`config.mk`:
```
export PLATFORM = sky130hd
export DESIGN_NAME = rv_core
export DESIGN_NICKNAME = d
export VERILOG_FILES = /design/src/hdl/rv_pkg.sv /design/src/hdl/rv_core.sv /design/src/hdl/rv_lsu.sv /design/src/hdl/rv_alu.sv /design/src/hdl/rv_regfile.sv /design/src/hdl/rv_decoder.sv
export SDC_FILE = /design/constraint.sdc
export NUM_CORES = 2
export LEC_CHECK = 0
export ABC_CLOCK_PERIOD_IN_PS = 16500
export BUFFER_PORTS_ARGS = -buffer_cell sky130_fd_sc_hd__buf_2
export CAP_MARGIN = 0
export CORE_UTILIZATION = 30
export DETAILED_ROUTE_END_ITERATION = 16
export PLACE_DENSITY_LB_ADDON = 0.05
export SLEW_MARGIN = 20
export SYNTH_ARGS = -nofsm -noshare
export SYNTH_HDL_FRONTEND = slang
export SYNTH_SLANG_ARGS = --single-unit
```
`constraint.sdc`:
```
create_clock -name clk -period 16.5 [get_ports clk]
set_input_delay 0.825 -clock clk [delete_from_list [all_inputs] [get_ports clk]]
set_output_delay 0.825 -clock clk [all_outputs]
set_load 0.01 [all_outputs]
```
`src/hdl/rv_pkg.sv`:
```
`default_nettype none

package rv_pkg;

  localparam int xlen = 32;

  typedef logic [xlen-1:0] word_t;
  typedef logic [4:0]      reg_addr_t;
  typedef logic [3:0]      strobe_t;

  // major opcodes, low seven bits of the instruction
  typedef enum logic [6:0] {
    opc_lui    = 7'b0110111,
    opc_auipc  = 7'b0010111,
    opc_jal    = 7'b1101111,
    opc_jalr   = 7'b1100111,
    opc_branch = 7'b1100011,
    opc_load   = 7'b0000011,
    opc_store  = 7'b0100011,
    opc_op_imm = 7'b0010011,
    opc_op     = 7'b0110011,
    opc_system = 7'b1110011
  } opcode_t;

  localparam logic [2:0] f3_add_sub = 3'b000;
  localparam logic [2:0] f3_sll     = 3'b001;
  localparam logic [2:0] f3_slt     = 3'b010;
  localparam logic [2:0] f3_sltu    = 3'b011;
  localparam logic [2:0] f3_xor     = 3'b100;
  localparam logic [2:0] f3_srl_sra = 3'b101;
  localparam logic [2:0] f3_or      = 3'b110;
  localparam logic [2:0] f3_jalr    = 3'b000;

  localparam logic [6:0] funct7_base = 7'b0000000;
  localparam logic [6:0] funct7_alt  = 7'b0100000;

  typedef enum logic [3:0] {
    alu_add, alu_sub, alu_sll, alu_slt, alu_sltu,
    alu_xor, alu_srl, alu_sra, alu_or, alu_and
  } alu_op_t;

  // values equal the branch funct3 field
  typedef enum logic [2:0] {
    br_eq  = 3'b000,
    br_ne  = 3'b001,
    br_lt  = 3'b100,
    br_ge  = 3'b101,
    br_ltu = 3'b110,
    br_geu = 3'b111
  } branch_op_t;

  typedef enum logic [1:0] {size_byte, size_half, size_word} mem_size_t;

  typedef enum logic [2:0] {
    st_fetch, st_wait_instr, st_execute, st_finish_load,
    st_finish_store, st_check_pc, st_reg_write, st_trapped
  } core_state_t;

endpackage

`default_nettype wire
```
`src/hdl/rv_core.sv`:
```
`default_nettype none

module rv_core #(
  parameter rv_pkg::word_t reset_vector = 32'h0000_0000
) (
  input  logic            clk,
  input  logic            reset,
  output logic            mem_valid,
  output logic            mem_instr,
  output rv_pkg::word_t   mem_addr,
  output rv_pkg::word_t   mem_wdata,
  output rv_pkg::strobe_t mem_wstrb,
  input  logic            mem_ready,
  input  rv_pkg::word_t   mem_rdata,
  output logic            trap
);
  import rv_pkg::*;

  core_state_t state;
  word_t       pc;
  word_t       next_pc;
  word_t       pc_plus_4;
  word_t       pc_target;
  word_t       instr;
  word_t       reg_wdata;

  reg_addr_t  rd, rs1, rs2;
  word_t      immediate;
  alu_op_t    alu_op;
  logic       use_immediate;
  branch_op_t branch_op;
  mem_size_t  mem_size;
  logic       load_unsigned;
  logic       is_lui, is_auipc, is_jal, is_jalr, is_branch;
  logic       is_load, is_store, is_alu, is_valid;

  word_t   rs1_data, rs2_data;
  word_t   alu_result;
  logic    branch_taken;
  word_t   lsu_addr;
  logic    lsu_misaligned;
  strobe_t lsu_wstrb;
  word_t   lsu_wdata;
  word_t   load_data;

  rv_decoder decoder_i (
    .instr         (instr),
    .rd            (rd),
    .rs1           (rs1),
    .rs2           (rs2),
    .immediate     (immediate),
    .alu_op        (alu_op),
    .use_immediate (use_immediate),
    .branch_op     (branch_op),
    .mem_size      (mem_size),
    .load_unsigned (load_unsigned),
    .is_lui        (is_lui),
    .is_auipc      (is_auipc),
    .is_jal        (is_jal),
    .is_jalr       (is_jalr),
    .is_branch     (is_branch),
    .is_load       (is_load),
    .is_store      (is_store),
    .is_alu        (is_alu),
    .is_valid      (is_valid)
  );

  rv_regfile regfile_i (
    .clk          (clk),
    .reset        (reset),
    .rs1          (rs1),
    .rs2          (rs2),
    .rs1_data     (rs1_data),
    .rs2_data     (rs2_data),
    .write_enable (state == st_reg_write),
    .rd           (rd),
    .write_data   (reg_wdata)
  );

  rv_alu alu_i (
    .alu_op        (alu_op),
    .use_immediate (use_immediate),
    .branch_op     (branch_op),
    .rs1_data      (rs1_data),
    .rs2_data      (rs2_data),
    .immediate     (immediate),
    .rs2           (rs2),
    .result        (alu_result),
    .branch_taken  (branch_taken)
  );

  // address stays valid in finish_load since instr and registers hold
  rv_lsu lsu_i (
    .is_store      (is_store),
    .mem_size      (mem_size),
    .load_unsigned (load_unsigned),
    .rs1_data      (rs1_data),
    .rs2_data      (rs2_data),
    .immediate     (immediate),
    .mem_rdata     (mem_rdata),
    .word_addr     (lsu_addr),
    .misaligned    (lsu_misaligned),
    .wstrb         (lsu_wstrb),
    .wdata         (lsu_wdata),
    .load_data     (load_data)
  );

  assign pc_plus_4 = pc + 32'd4;

  always_ff @(posedge clk) begin
    if (reset) begin
      state     <= st_fetch;
      next_pc   <= reset_vector;
      mem_valid <= 1'b0;
      mem_instr <= 1'b0;
      mem_wstrb <= '0;
      trap      <= 1'b0;
    end else begin
      case (state)
        st_fetch: begin
          mem_valid <= 1'b1;
          mem_instr <= 1'b1;
          mem_wstrb <= '0;
          mem_addr  <= next_pc;
          state     <= st_wait_instr;
        end
        st_wait_instr: begin
          if (mem_ready) begin
            mem_valid <= 1'b0;
            pc        <= mem_addr;
            instr     <= mem_rdata;
            state     <= st_execute;
          end
        end
        st_execute: begin
          if (!is_valid) begin
            state <= st_trapped;
          end else if (is_lui || is_auipc || is_alu) begin
            reg_wdata <= is_lui ? immediate : (is_auipc ? pc + immediate : alu_result);
            next_pc   <= pc_plus_4;
            state     <= st_reg_write;
          end else if (is_jal || is_jalr) begin
            pc_target <= is_jalr ? (rs1_data + immediate) & ~32'd1 : pc + immediate;
            reg_wdata <= pc_plus_4;
            state     <= st_check_pc;
          end else if (is_branch) begin
            pc_target <= branch_taken ? pc + immediate : pc_plus_4;
            state     <= st_check_pc;
          end else if ((is_load || is_store) && !lsu_misaligned) begin
            mem_valid <= 1'b1;
            mem_instr <= 1'b0;
            mem_addr  <= lsu_addr;
            mem_wstrb <= lsu_wstrb;
            mem_wdata <= lsu_wdata;
            state     <= is_store ? st_finish_store : st_finish_load;
          end else begin
            state <= st_trapped;
          end
        end
        st_finish_load: begin
          if (mem_ready) begin
            mem_valid <= 1'b0;
            reg_wdata <= load_data;
            next_pc   <= pc_plus_4;
            state     <= st_reg_write;
          end
        end
        st_finish_store: begin
          if (mem_ready) begin
            mem_valid <= 1'b0;
            mem_wstrb <= '0;
            next_pc   <= pc_plus_4;
            state     <= st_fetch;
          end
        end
        st_check_pc: begin
          // fetches must stay word aligned
          if (|pc_target[1:0]) begin
            state <= st_trapped;
          end else begin
            next_pc <= pc_target;
            state   <= is_branch ? st_fetch : st_reg_write;
          end
        end
        st_reg_write: begin
          state <= st_fetch;
        end
        default: begin
          trap <= 1'b1;
        end
      endcase
    end
  end

endmodule

`default_nettype wire

```
`src/hdl/rv_lsu.sv`:
```
`default_nettype none

module rv_lsu (
  input  logic              is_store,
  input  rv_pkg::mem_size_t mem_size,
  input  logic              load_unsigned,
  input  rv_pkg::word_t     rs1_data,
  input  rv_pkg::word_t     rs2_data,
  input  rv_pkg::word_t     immediate,
  input  rv_pkg::word_t     mem_rdata,
  output rv_pkg::word_t     word_addr,
  output logic              misaligned,
  output rv_pkg::strobe_t   wstrb,
  output rv_pkg::word_t     wdata,
  output rv_pkg::word_t     load_data
);
  import rv_pkg::*;

  word_t       addr;
  logic [1:0]  offset;
  logic [7:0]  load_byte;
  logic [15:0] load_half;

  assign addr      = rs1_data + immediate;
  assign offset    = addr[1:0];
  assign word_addr = {addr[xlen-1:2], 2'b00};

  always_comb begin
    case (mem_size)
      size_word: misaligned = |offset;
      size_half: misaligned = offset[0];
      default:   misaligned = 1'b0;
    endcase
  end

  // store data goes out on every lane, the strobe picks the bytes
  always_comb begin
    case (mem_size)
      size_byte: begin
        wstrb = 4'b0001 << offset;
        wdata = {4{rs2_data[7:0]}};
      end
      size_half: begin
        wstrb = offset[1] ? 4'b1100 : 4'b0011;
        wdata = {2{rs2_data[15:0]}};
      end
      default: begin
        wstrb = 4'b1111;
        wdata = rs2_data;
      end
    endcase
    if (!is_store) begin
      wstrb = '0;
    end
  end

  always_comb begin
    case (offset)
      2'd0:    load_byte = mem_rdata[7:0];
      2'd1:    load_byte = mem_rdata[15:8];
      2'd2:    load_byte = mem_rdata[23:16];
      default: load_byte = mem_rdata[31:24];
    endcase
  end

  assign load_half = offset[1] ? mem_rdata[31:16] : mem_rdata[15:0];

  always_comb begin
    case (mem_size)
      size_byte: load_data = {{24{load_byte[7] & ~load_unsigned}}, load_byte};
      size_half: load_data = {{16{load_half[15] & ~load_unsigned}}, load_half};
      default:   load_data = mem_rdata;
    endcase
  end

endmodule

`default_nettype wire

```
`src/hdl/rv_alu.sv`:
```
`default_nettype none

module rv_alu (
  input  rv_pkg::alu_op_t    alu_op,
  input  logic               use_immediate,
  input  rv_pkg::branch_op_t branch_op,
  input  rv_pkg::word_t      rs1_data,
  input  rv_pkg::word_t      rs2_data,
  input  rv_pkg::word_t      immediate,
  input  rv_pkg::reg_addr_t  rs2,
  output rv_pkg::word_t      result,
  output logic               branch_taken
);
  import rv_pkg::*;

  word_t      operand_b;
  logic [4:0] shamt;
  logic       equal;
  logic       less_signed;
  logic       less_unsigned;

  assign operand_b = use_immediate ? immediate : rs2_data;
  // immediate shifts carry the amount in the rs2 field
  assign shamt     = use_immediate ? rs2 : rs2_data[4:0];

  always_comb begin
    case (alu_op)
      alu_add:  result = rs1_data + operand_b;
      alu_sub:  result = rs1_data - operand_b;
      alu_sll:  result = rs1_data << shamt;
      alu_slt:  result = {31'b0, $signed(rs1_data) < $signed(operand_b)};
      alu_sltu: result = {31'b0, rs1_data < operand_b};
      alu_xor:  result = rs1_data ^ operand_b;
      alu_srl:  result = rs1_data >> shamt;
      alu_sra:  result = $signed(rs1_data) >>> shamt;
      alu_or:   result = rs1_data | operand_b;
      default:  result = rs1_data & operand_b;
    endcase
  end

  // branches always compare two registers
  assign equal         = rs1_data == rs2_data;
  assign less_signed   = $signed(rs1_data) < $signed(rs2_data);
  assign less_unsigned = rs1_data < rs2_data;

  always_comb begin
    case (branch_op)
      br_eq:   branch_taken = equal;
      br_ne:   branch_taken = !equal;
      br_lt:   branch_taken = less_signed;
      br_ge:   branch_taken = !less_signed;
      br_ltu:  branch_taken = less_unsigned;
      default: branch_taken = !less_unsigned;
    endcase
  end

endmodule

`default_nettype wire

```
`src/hdl/rv_regfile.sv`:
```
`default_nettype none

module rv_regfile (
  input  logic              clk,
  input  logic              reset,
  input  rv_pkg::reg_addr_t rs1,
  input  rv_pkg::reg_addr_t rs2,
  output rv_pkg::word_t     rs1_data,
  output rv_pkg::word_t     rs2_data,
  input  logic              write_enable,
  input  rv_pkg::reg_addr_t rd,
  input  rv_pkg::word_t     write_data
);
  import rv_pkg::*;

  // entry 0 is never written
  word_t regs [0:31];

  always_ff @(posedge clk) begin
    if (write_enable && !reset && rd != '0) begin
      regs[rd] <= write_data;
    end
  end

  assign rs1_data = (rs1 == '0) ? '0 : regs[rs1];
  assign rs2_data = (rs2 == '0) ? '0 : regs[rs2];

endmodule

`default_nettype wire

```
`src/hdl/rv_decoder.sv`:
```
`default_nettype none

module rv_decoder (
  input  rv_pkg::word_t      instr,
  output rv_pkg::reg_addr_t  rd,
  output rv_pkg::reg_addr_t  rs1,
  output rv_pkg::reg_addr_t  rs2,
  output rv_pkg::word_t      immediate,
  output rv_pkg::alu_op_t    alu_op,
  output logic               use_immediate,
  output rv_pkg::branch_op_t branch_op,
  output rv_pkg::mem_size_t  mem_size,
  output logic               load_unsigned,
  output logic               is_lui,
  output logic               is_auipc,
  output logic               is_jal,
  output logic               is_jalr,
  output logic               is_branch,
  output logic               is_load,
  output logic               is_store,
  output logic               is_alu,
  output logic               is_valid
);
  import rv_pkg::*;

  opcode_t    opcode;
  logic [2:0] funct3;
  logic [6:0] funct7;
  logic       alt_select;
  logic       shift_op;
  logic       funct7_ok;

  assign opcode = opcode_t'(instr[6:0]);
  assign rd     = instr[11:7];
  assign funct3 = instr[14:12];
  assign rs1    = instr[19:15];
  assign rs2    = instr[24:20];
  assign funct7 = instr[31:25];

  assign is_lui    = opcode == opc_lui;
  assign is_auipc  = opcode == opc_auipc;
  assign is_jal    = opcode == opc_jal;
  assign is_jalr   = opcode == opc_jalr;
  assign is_branch = opcode == opc_branch;
  assign is_load   = opcode == opc_load;
  assign is_store  = opcode == opc_store;
  assign is_alu    = opcode == opc_op || opcode == opc_op_imm;

  assign use_immediate = opcode == opc_op_imm;
  assign branch_op     = branch_op_t'(funct3);
  assign mem_size      = funct3[1] ? size_word : (funct3[0] ? size_half : size_byte);
  assign load_unsigned = funct3[2];

  // only add/sub and the right shifts have an alternate funct7
  assign alt_select = funct7 == funct7_alt;
  assign shift_op   = funct3 == f3_sll || funct3 == f3_srl_sra;
  assign funct7_ok  = funct7 == funct7_base ||
                      (alt_select && (funct3 == f3_add_sub || funct3 == f3_srl_sra));

  always_comb begin
    case (opcode)
      opc_lui, opc_auipc: immediate = {instr[31:12], 12'b0};
      opc_jal:    immediate = {{12{instr[31]}}, instr[19:12], instr[20], instr[30:21], 1'b0};
      opc_branch: immediate = {{20{instr[31]}}, instr[7], instr[30:25], instr[11:8], 1'b0};
      opc_store:  immediate = {{21{instr[31]}}, instr[30:25], instr[11:7]};
      default:    immediate = {{21{instr[31]}}, instr[30:20]};
    endcase
  end

  always_comb begin
    case (funct3)
      f3_add_sub: alu_op = (alt_select && opcode == opc_op) ? alu_sub : alu_add;
      f3_sll:     alu_op = alu_sll;
      f3_slt:     alu_op = alu_slt;
      f3_sltu:    alu_op = alu_sltu;
      f3_xor:     alu_op = alu_xor;
      f3_srl_sra: alu_op = alt_select ? alu_sra : alu_srl;
      f3_or:      alu_op = alu_or;
      default:    alu_op = alu_and;
    endcase
  end

  // system and csr encodings fall to the default
  always_comb begin
    case (opcode)
      opc_lui, opc_auipc, opc_jal: is_valid = 1'b1;
      opc_jalr:   is_valid = funct3 == f3_jalr;
      opc_branch: is_valid = funct3[2:1] != 2'b01;
      opc_load:   is_valid = funct3[1:0] != 2'b11 && !(funct3[2] && funct3[1]);
      opc_store:  is_valid = !funct3[2] && funct3[1:0] != 2'b11;
      opc_op:     is_valid = funct7_ok;
      opc_op_imm: is_valid = !shift_op || funct7_ok;
      default:    is_valid = 1'b0;
    endcase
  end

endmodule

`default_nettype wire

```
## After elaboration in Yosys (flattened, before gate mapping)

Memories as Yosys holds them, arrays and structs flattened. A register that Yosys moved wholly into a read port is not among the register bits.
Cells that the tools add are included.
W data, S select, Z words.

| word-level totals | value |
|---|---|
| input bits | 35 |
| RAM bits | 1024 |
| memories | 1 |
| bits in registers | 234 |

| operators by class | value |
|---|---|
| reduce and logical (&&, ||, !) cells | 58 |
| equality and inequality tests | 50 |
| shift-type cells | 4 |
| multiplexer cells | 79 |
| order comparisons | 4 |
| add/subtract/negate cells | 5 |
| bitwise gates (word level) | 10 |

Memory list:

| name | depth | bits a word | read ports | clocked after memory_dff | write ports | RTL line | RTL |
|---|---|---|---|---|---|---|---|
| regfile_i.regs | 32 | 32 | 2 | 2 | 1 | rv_regfile.sv:17 | `word_t regs [0:31];` |

Operators by type and width:

| cell | number |
|---|---|
| $mux W32 | 22 |
| $pmux W32 S9 | 1 |
| $pmux W32 S2 | 4 |
| $lt A32 B32 Y1 | 4 |
| $pmux W31 S4 | 1 |
| $add A32 B32 Y32 | 3 |
| $pmux W32 S3 | 1 |
| $mux W3 | 11 |
| $add A32 B3 Y32 const B | 1 |
| $and A32 B32 Y32 | 1 |
| $eq A32 B32 Y1 | 1 |
| $mux W4 | 8 |
| $or A32 B32 Y32 | 1 |
| $shl A32 B5 Y32 | 1 |
| $shr A32 B5 Y32 | 1 |
| $sshr A32 B5 Y32 | 1 |
| $sub A32 B32 Y32 | 1 |
| $xor A32 B32 Y32 | 1 |
| $eq A7 B6 Y1 const B | 4 |
| $pmux W4 S7 | 1 |
| $reduce_and A7 Y1 | 4 |
| $pmux W8 S3 | 1 |
| $ne A2 B2 Y1 const B | 11 |
| $eq A7 B7 Y1 const B | 3 |
| other kinds (46) | 122 |

## Depth between registers and ports, before layout

| depth | value |
|---|---|
| depth after elaboration | 14 |
| depth in mapped cells | 24 |
| mapped depth without buffers | 20 |

## Cells and area by module

A second synthesis with hierarchy kept.

| unflattened totals | value |
|---|---|
| cells, all modules | 5839 |
| area total of the unflattened synthesis | 75904.0 um^2 |

By module, submodules not included:

| module | cells each | instances | area an instance (um^2) | sequential area each (um^2) |
|---|---|---|---|---|
| rv_regfile | 2368 | 1 | 47206.5 | 30749.5 |
| rv_core | 1375 | 1 | 14192.4 | 6606.3 |
| rv_alu | 1560 | 1 | 10592.7 | 0.0 |
| rv_lsu | 412 | 1 | 3056.7 | 0.0 |
| rv_decoder | 124 | 1 | 855.8 | 0.0 |

## Worst setup path after synthesis

Ideal clock, no wire load.

| timing | value |
|---|---|
| path type | register -> register |
| start point | register with a tool-made name |
| end point | register mem_addr[0] (enable) |
| slack | 7610 ps |
| arrival time | 8296 ps |
| path buffers | 4 |
| stages on the path, launching flop included | 16 |
| cell sequence | dfxtp_1 clkbuf_1 buf_4 buf_2 buf_2 mux4_2 a32oi_1 o31a_1 a31oi_1 ha_1 fa_1 nor2_1 nor2_1 nor2_1 nand2_1 a2111oi_0 |

RTL lines:

| item | RTL line | RTL |
|---|---|---|
| end signal, assigned | rv_core.sv:124 | `mem_addr <= next_pc;` |
| end signal, assigned | rv_core.sv:152 | `mem_addr <= lsu_addr;` |
| end, declared | rv_core.sv:10 | `output rv_pkg::word_t mem_addr,` |

==> metrics.log <==
INFO  metric final-hold-violation-count = 0
INFO  metric cts_root_buf = clkbuf_16
INFO  metric finalWeightedCongestion = 1.002
INFO  metric setup_viol_count_final = 0
INFO  metric die_x = 493.1 um
INFO  metric postLayoutCellArea = about 83000 um2
INFO  metric drt_drc_violations_left = 0
INFO  metric detail_route.wirelength = 335600 um
INFO  metric placement.io_buffers = roughly 110
INFO  metric via_count_normalized_by_instance_count = between 5 and 6
INFO  metric r2r_cells = 19
INFO  metric ys_async_sr_fraction = 0%
INFO  metric rsz0062_at_grt = false
INFO  metric whs = 0.2126 ns
INFO  metric grt_start_max_net_pins = between 90 and 100
INFO  metric max_cap_violations = 0
INFO  metric cts-resized-gates = 0
INFO  metric synth_warnings = 0
INFO  metric post_synthesis_sequential_element_count = between 1k and 1.5k
INFO  metric critPathLaunchType = flip-flop
INFO  metric placedInstanceArea = 77430 um2
INFO  metric first_global_vias = 52.57k
INFO  metric post-route-min-period = 8.911 ns
INFO  metric post_synth_mux_area_share = 21.09%
INFO  metric crit_end = reg_wdata[27]
INFO  metric synth_compound_area_share = 11.95%
INFO  metric power.density_cell_area = 157.0 nW/um2
INFO  metric synth_adder_area_share = under 10%
INFO  metric detailed_place_hpwl = 231900 um
INFO  metric drive_gt1_share = 21.35%
INFO  metric gr-total-overflow = 0
INFO  metric totalPowerFinal = 12970 uW
INFO  metric top_level_ports = about 110
INFO  metric required = 17.05 ns
INFO  metric synth_seq_area_share = 51.91%
INFO  metric die_h = 493.1 um
INFO  metric drt_first_pass_iters = 6
INFO  metric cell_count_after_synthesis = 5438
INFO  metric outcome = completed
INFO  metric fp.dieArea = 243100 um2
INFO  metric postRouteAntennaNets = 0
INFO  metric cts.reportedPaths.clkPinSlew = 0.06 ns
INFO  metric worst_slew_margin_rel = 14.33%
INFO  metric routedWlPerCell = 37.91 um
INFO  metric fin_crit_sh = 54.01%
INFO  metric synth-simple-area-share = roughly 7.4%
INFO  metric cts_setup_buffers = 0
INFO  metric nets = between 5k and 6k
INFO  metric synth_top_family_by_area = multiplexers
INFO  metric power.static_leakage = 0.02840 uW
INFO  metric setup.reg_to_reg.worst_slack = 7.59 ns
INFO  metric clk_latency = 0.86 ns
INFO  metric syn_area = about 72000 um2
INFO  metric fmax = 112.2 MHz
INFO  metric timing.final.max_slew_violations = 0
INFO  metric timing.setup.critical_path_class = reg -> reg
INFO  metric design.core.area = 238700 um2
INFO  metric tritoncts = yes
INFO  metric vias = 52.56k
INFO  metric synth_cell_types = 97
INFO  metric initial_core_util = 30.30%
INFO  metric grt_pass1_wl = 455100 um
INFO  metric gr-usage-all-layers = 27.15%
INFO  metric xor_xnor_share_of_the_synthesized_area = 1.247%
INFO  metric numClockSinks = 1268
INFO  metric total_area_of_sequential_cells = approximately 38000 um2
INFO  metric row_count = 179
INFO  metric worst-slew-pin-transition = 1.280 ns
INFO  metric fill_cells = 23.42k
INFO  metric multi_input_area = 33060 um2
INFO  metric cts-htree-levels = 4
INFO  metric crit_path_arrival_time = 9.46 ns
INFO  metric crit_path_end_kind = flip-flop
INFO  metric utilization = 34.62%
INFO  metric primary_ff_master_synth = edfxtp_1
INFO  metric clock-skew-final = 0.05557 ns
INFO  metric area.growth.synth_to_final = 14.24%
INFO  metric clock_tree.buffer_depth = 3
INFO  metric synth_edf_count = ~1.2k
INFO  metric peakVddDrop = between 0.0001 and 0.00015 V
INFO  metric fin_tns_setup = 0 ns
INFO  metric antenna_found_initial = 14
INFO  metric r2r_end = reg_wdata[27]
INFO  metric postSynthAreaPerCell = 13.30 um2
INFO  metric numCtsBuffers = 153
INFO  metric min_path_type = in -> reg
INFO  metric cts_hold_repair.buffers = 0
INFO  metric drt_iter0_markers = 5421
INFO  metric path_max_fanout = 77
worst min path at each step:
stage / from / endpoint / slack (ns) / cells past startpoint
floorplan: next_pc[0] / next_pc[0] / 0.45 / 2
global placement: mem_addr[5] / pc[5] / 0.43 / 0
detailed placement: mem_addr[5] / pc[5] / 0.44 / 0
CTS: mem_rdata[2] / instr[2] / 0.14 / 1
global route: mem_rdata[4] / instr[4] / 0.19 / 1
finish: mem_rdata[5] / instr[5] / 0.21 / 1
flip-flops by register name (all words and copies together), names as in the netlist, named ones only:
signal / flops
mem_valid: 1
mem_instr: 1
mem_addr: 32
pc: 32
reg_wdata: 32
instr: 32
state: 3
trap: 1
next_pc: 32
mem_wdata: 32
regfile_i.regs: 1024
pc_target: 32
mem_wstrb: 4
metal layers:
layer	routed length (um)	track usage [%]	part of all wire, %
met4	16840	12.39	5.0
met1	141900	36.08	42
met5	42	0	0.013
met2	156100	43.60	47
met3	20690	4.189	6.2
kinds of logic (layout without fill, tap and decap cells):
group / count (synthesis) / after routing
AO/OA/AOI/OAI: 1328 / 1328
flip-flops: 1268 / 1268
AND/OR/NAND/NOR: 1147 / 1147
multiplexers: 879 / 879
buffers and inverters: 517 / 729
adder cells (fa/ha/maj): 195 / 195
XOR/XNOR: 103 / 103
other: 1 / 36
synth_stat cells, types with 15 or more instances:
library cell	n	share of area, %
o21a_1	21	0.22
mux2i_1	321	4.4
a211oi_1	108	1.1
o31ai_1	19	0.20
inv_1	130	0.67
or3_1	29	0.25
nand3_1	87	0.60
ha_1	191	3.3
nor3_1	59	0.41
edfxtp_1	1216	50
a211o_1	25	0.30
o21bai_1	29	0.30
xnor2_1	48	0.58
nand2_1	341	1.8
o221ai_1	15	0.18
a221oi_1	23	0.28
nor2b_1	65	0.56
a2111oi_0	21	0.25
a31oi_1	43	0.37
a21oi_1	400	2.8
o22ai_1	63	0.54
nand2b_1	23	0.20
buf_1	43	0.22
nand4_1	21	0.18
nor2_1	370	1.9
a21o_1	89	0.92
buf_4	18	0.19
a22o_1	26	0.31
and2_1	28	0.24
clkbuf_1	222	1.2
dfxtp_1	52	1.4
nor4_1	16	0.14
or2_2	23	0.20
xor2_1	55	0.67
mux4_2	510	16
mux2_2	46	0.72
o211ai_1	37	0.38
a22oi_1	60	0.62
and3_1	34	0.29
o21ai_0	220	1.5
buf_2	87	0.60
stage by stage:
stage	instances	worst slack [ns]
global route	8851	7.053
detailed placement	8566	7.538
CTS	8844	7.504
global placement	8550	7.559
finish	8852	7.589
floorplan	5469	7.610
placed cells by master (no fill, tap or decap), types with 28 or more instances in the layout:
cell       instances
o21ai_0          216
nand2_1          339
or3_1             29
edfxtp_1        1216
o22ai_1           63
buf_4            184
nand3_1           85
a21o_1            89
a211oi_1         108
o211ai_1          37
and3_1            34
dfxtp_1           44
conb_1            32
xnor2_1           48
nor3_1            57
mux2_2            46
mux2i_1          321
clkbuf_16        153
nor2b_1           64
ha_1             191
xor2_1            55
a21oi_1          397
clkbuf_1          28
nor2_4            35
a22oi_1           60
and2_1            28
nor2_1           333
a31oi_1           43
o21bai_1          29
inv_1            125
buf_2            105
mux4_2           510
where the power goes:
part           switching [uW]  internal (uW)
clock network            1470           2020
logic                    3780           1910
registers                 153           3640
critical path, stage by stage (launching register included):
cell,delay (ns)
dfxtp_4,0.66
buf_12,0.50
buf_4,0.72
buf_4,0.62
mux4_2,0.59
mux4_2,0.49
mux2_2,0.29
nand2_1,0.19
a21oi_1,0.15
ha_1,0.54
or4_1,0.55
or4_1,0.47
nor4_1,0.29
o211ai_1,0.32
a41oi_1,0.48
o41ai_1,0.18
o21bai_1,0.46
a211oi_1,0.16
nor4_1,0.52
o22ai_1,0.17
layout make-up:
class / count / area share (%)
Clock inverter: 95 / 1.426
Multi-Input combinational cell: 3684 / 40.01
Sequential cell: 1268 / 45.47
Antenna cell: 4 / 0.01211
Clock buffer: 183 / 4.793
Timing Repair Buffer: 312 / 2.852
Inverter: 139 / 0.6419
Tap cell: 3167 / 4.795
Power figures use the tool's default switching activity.
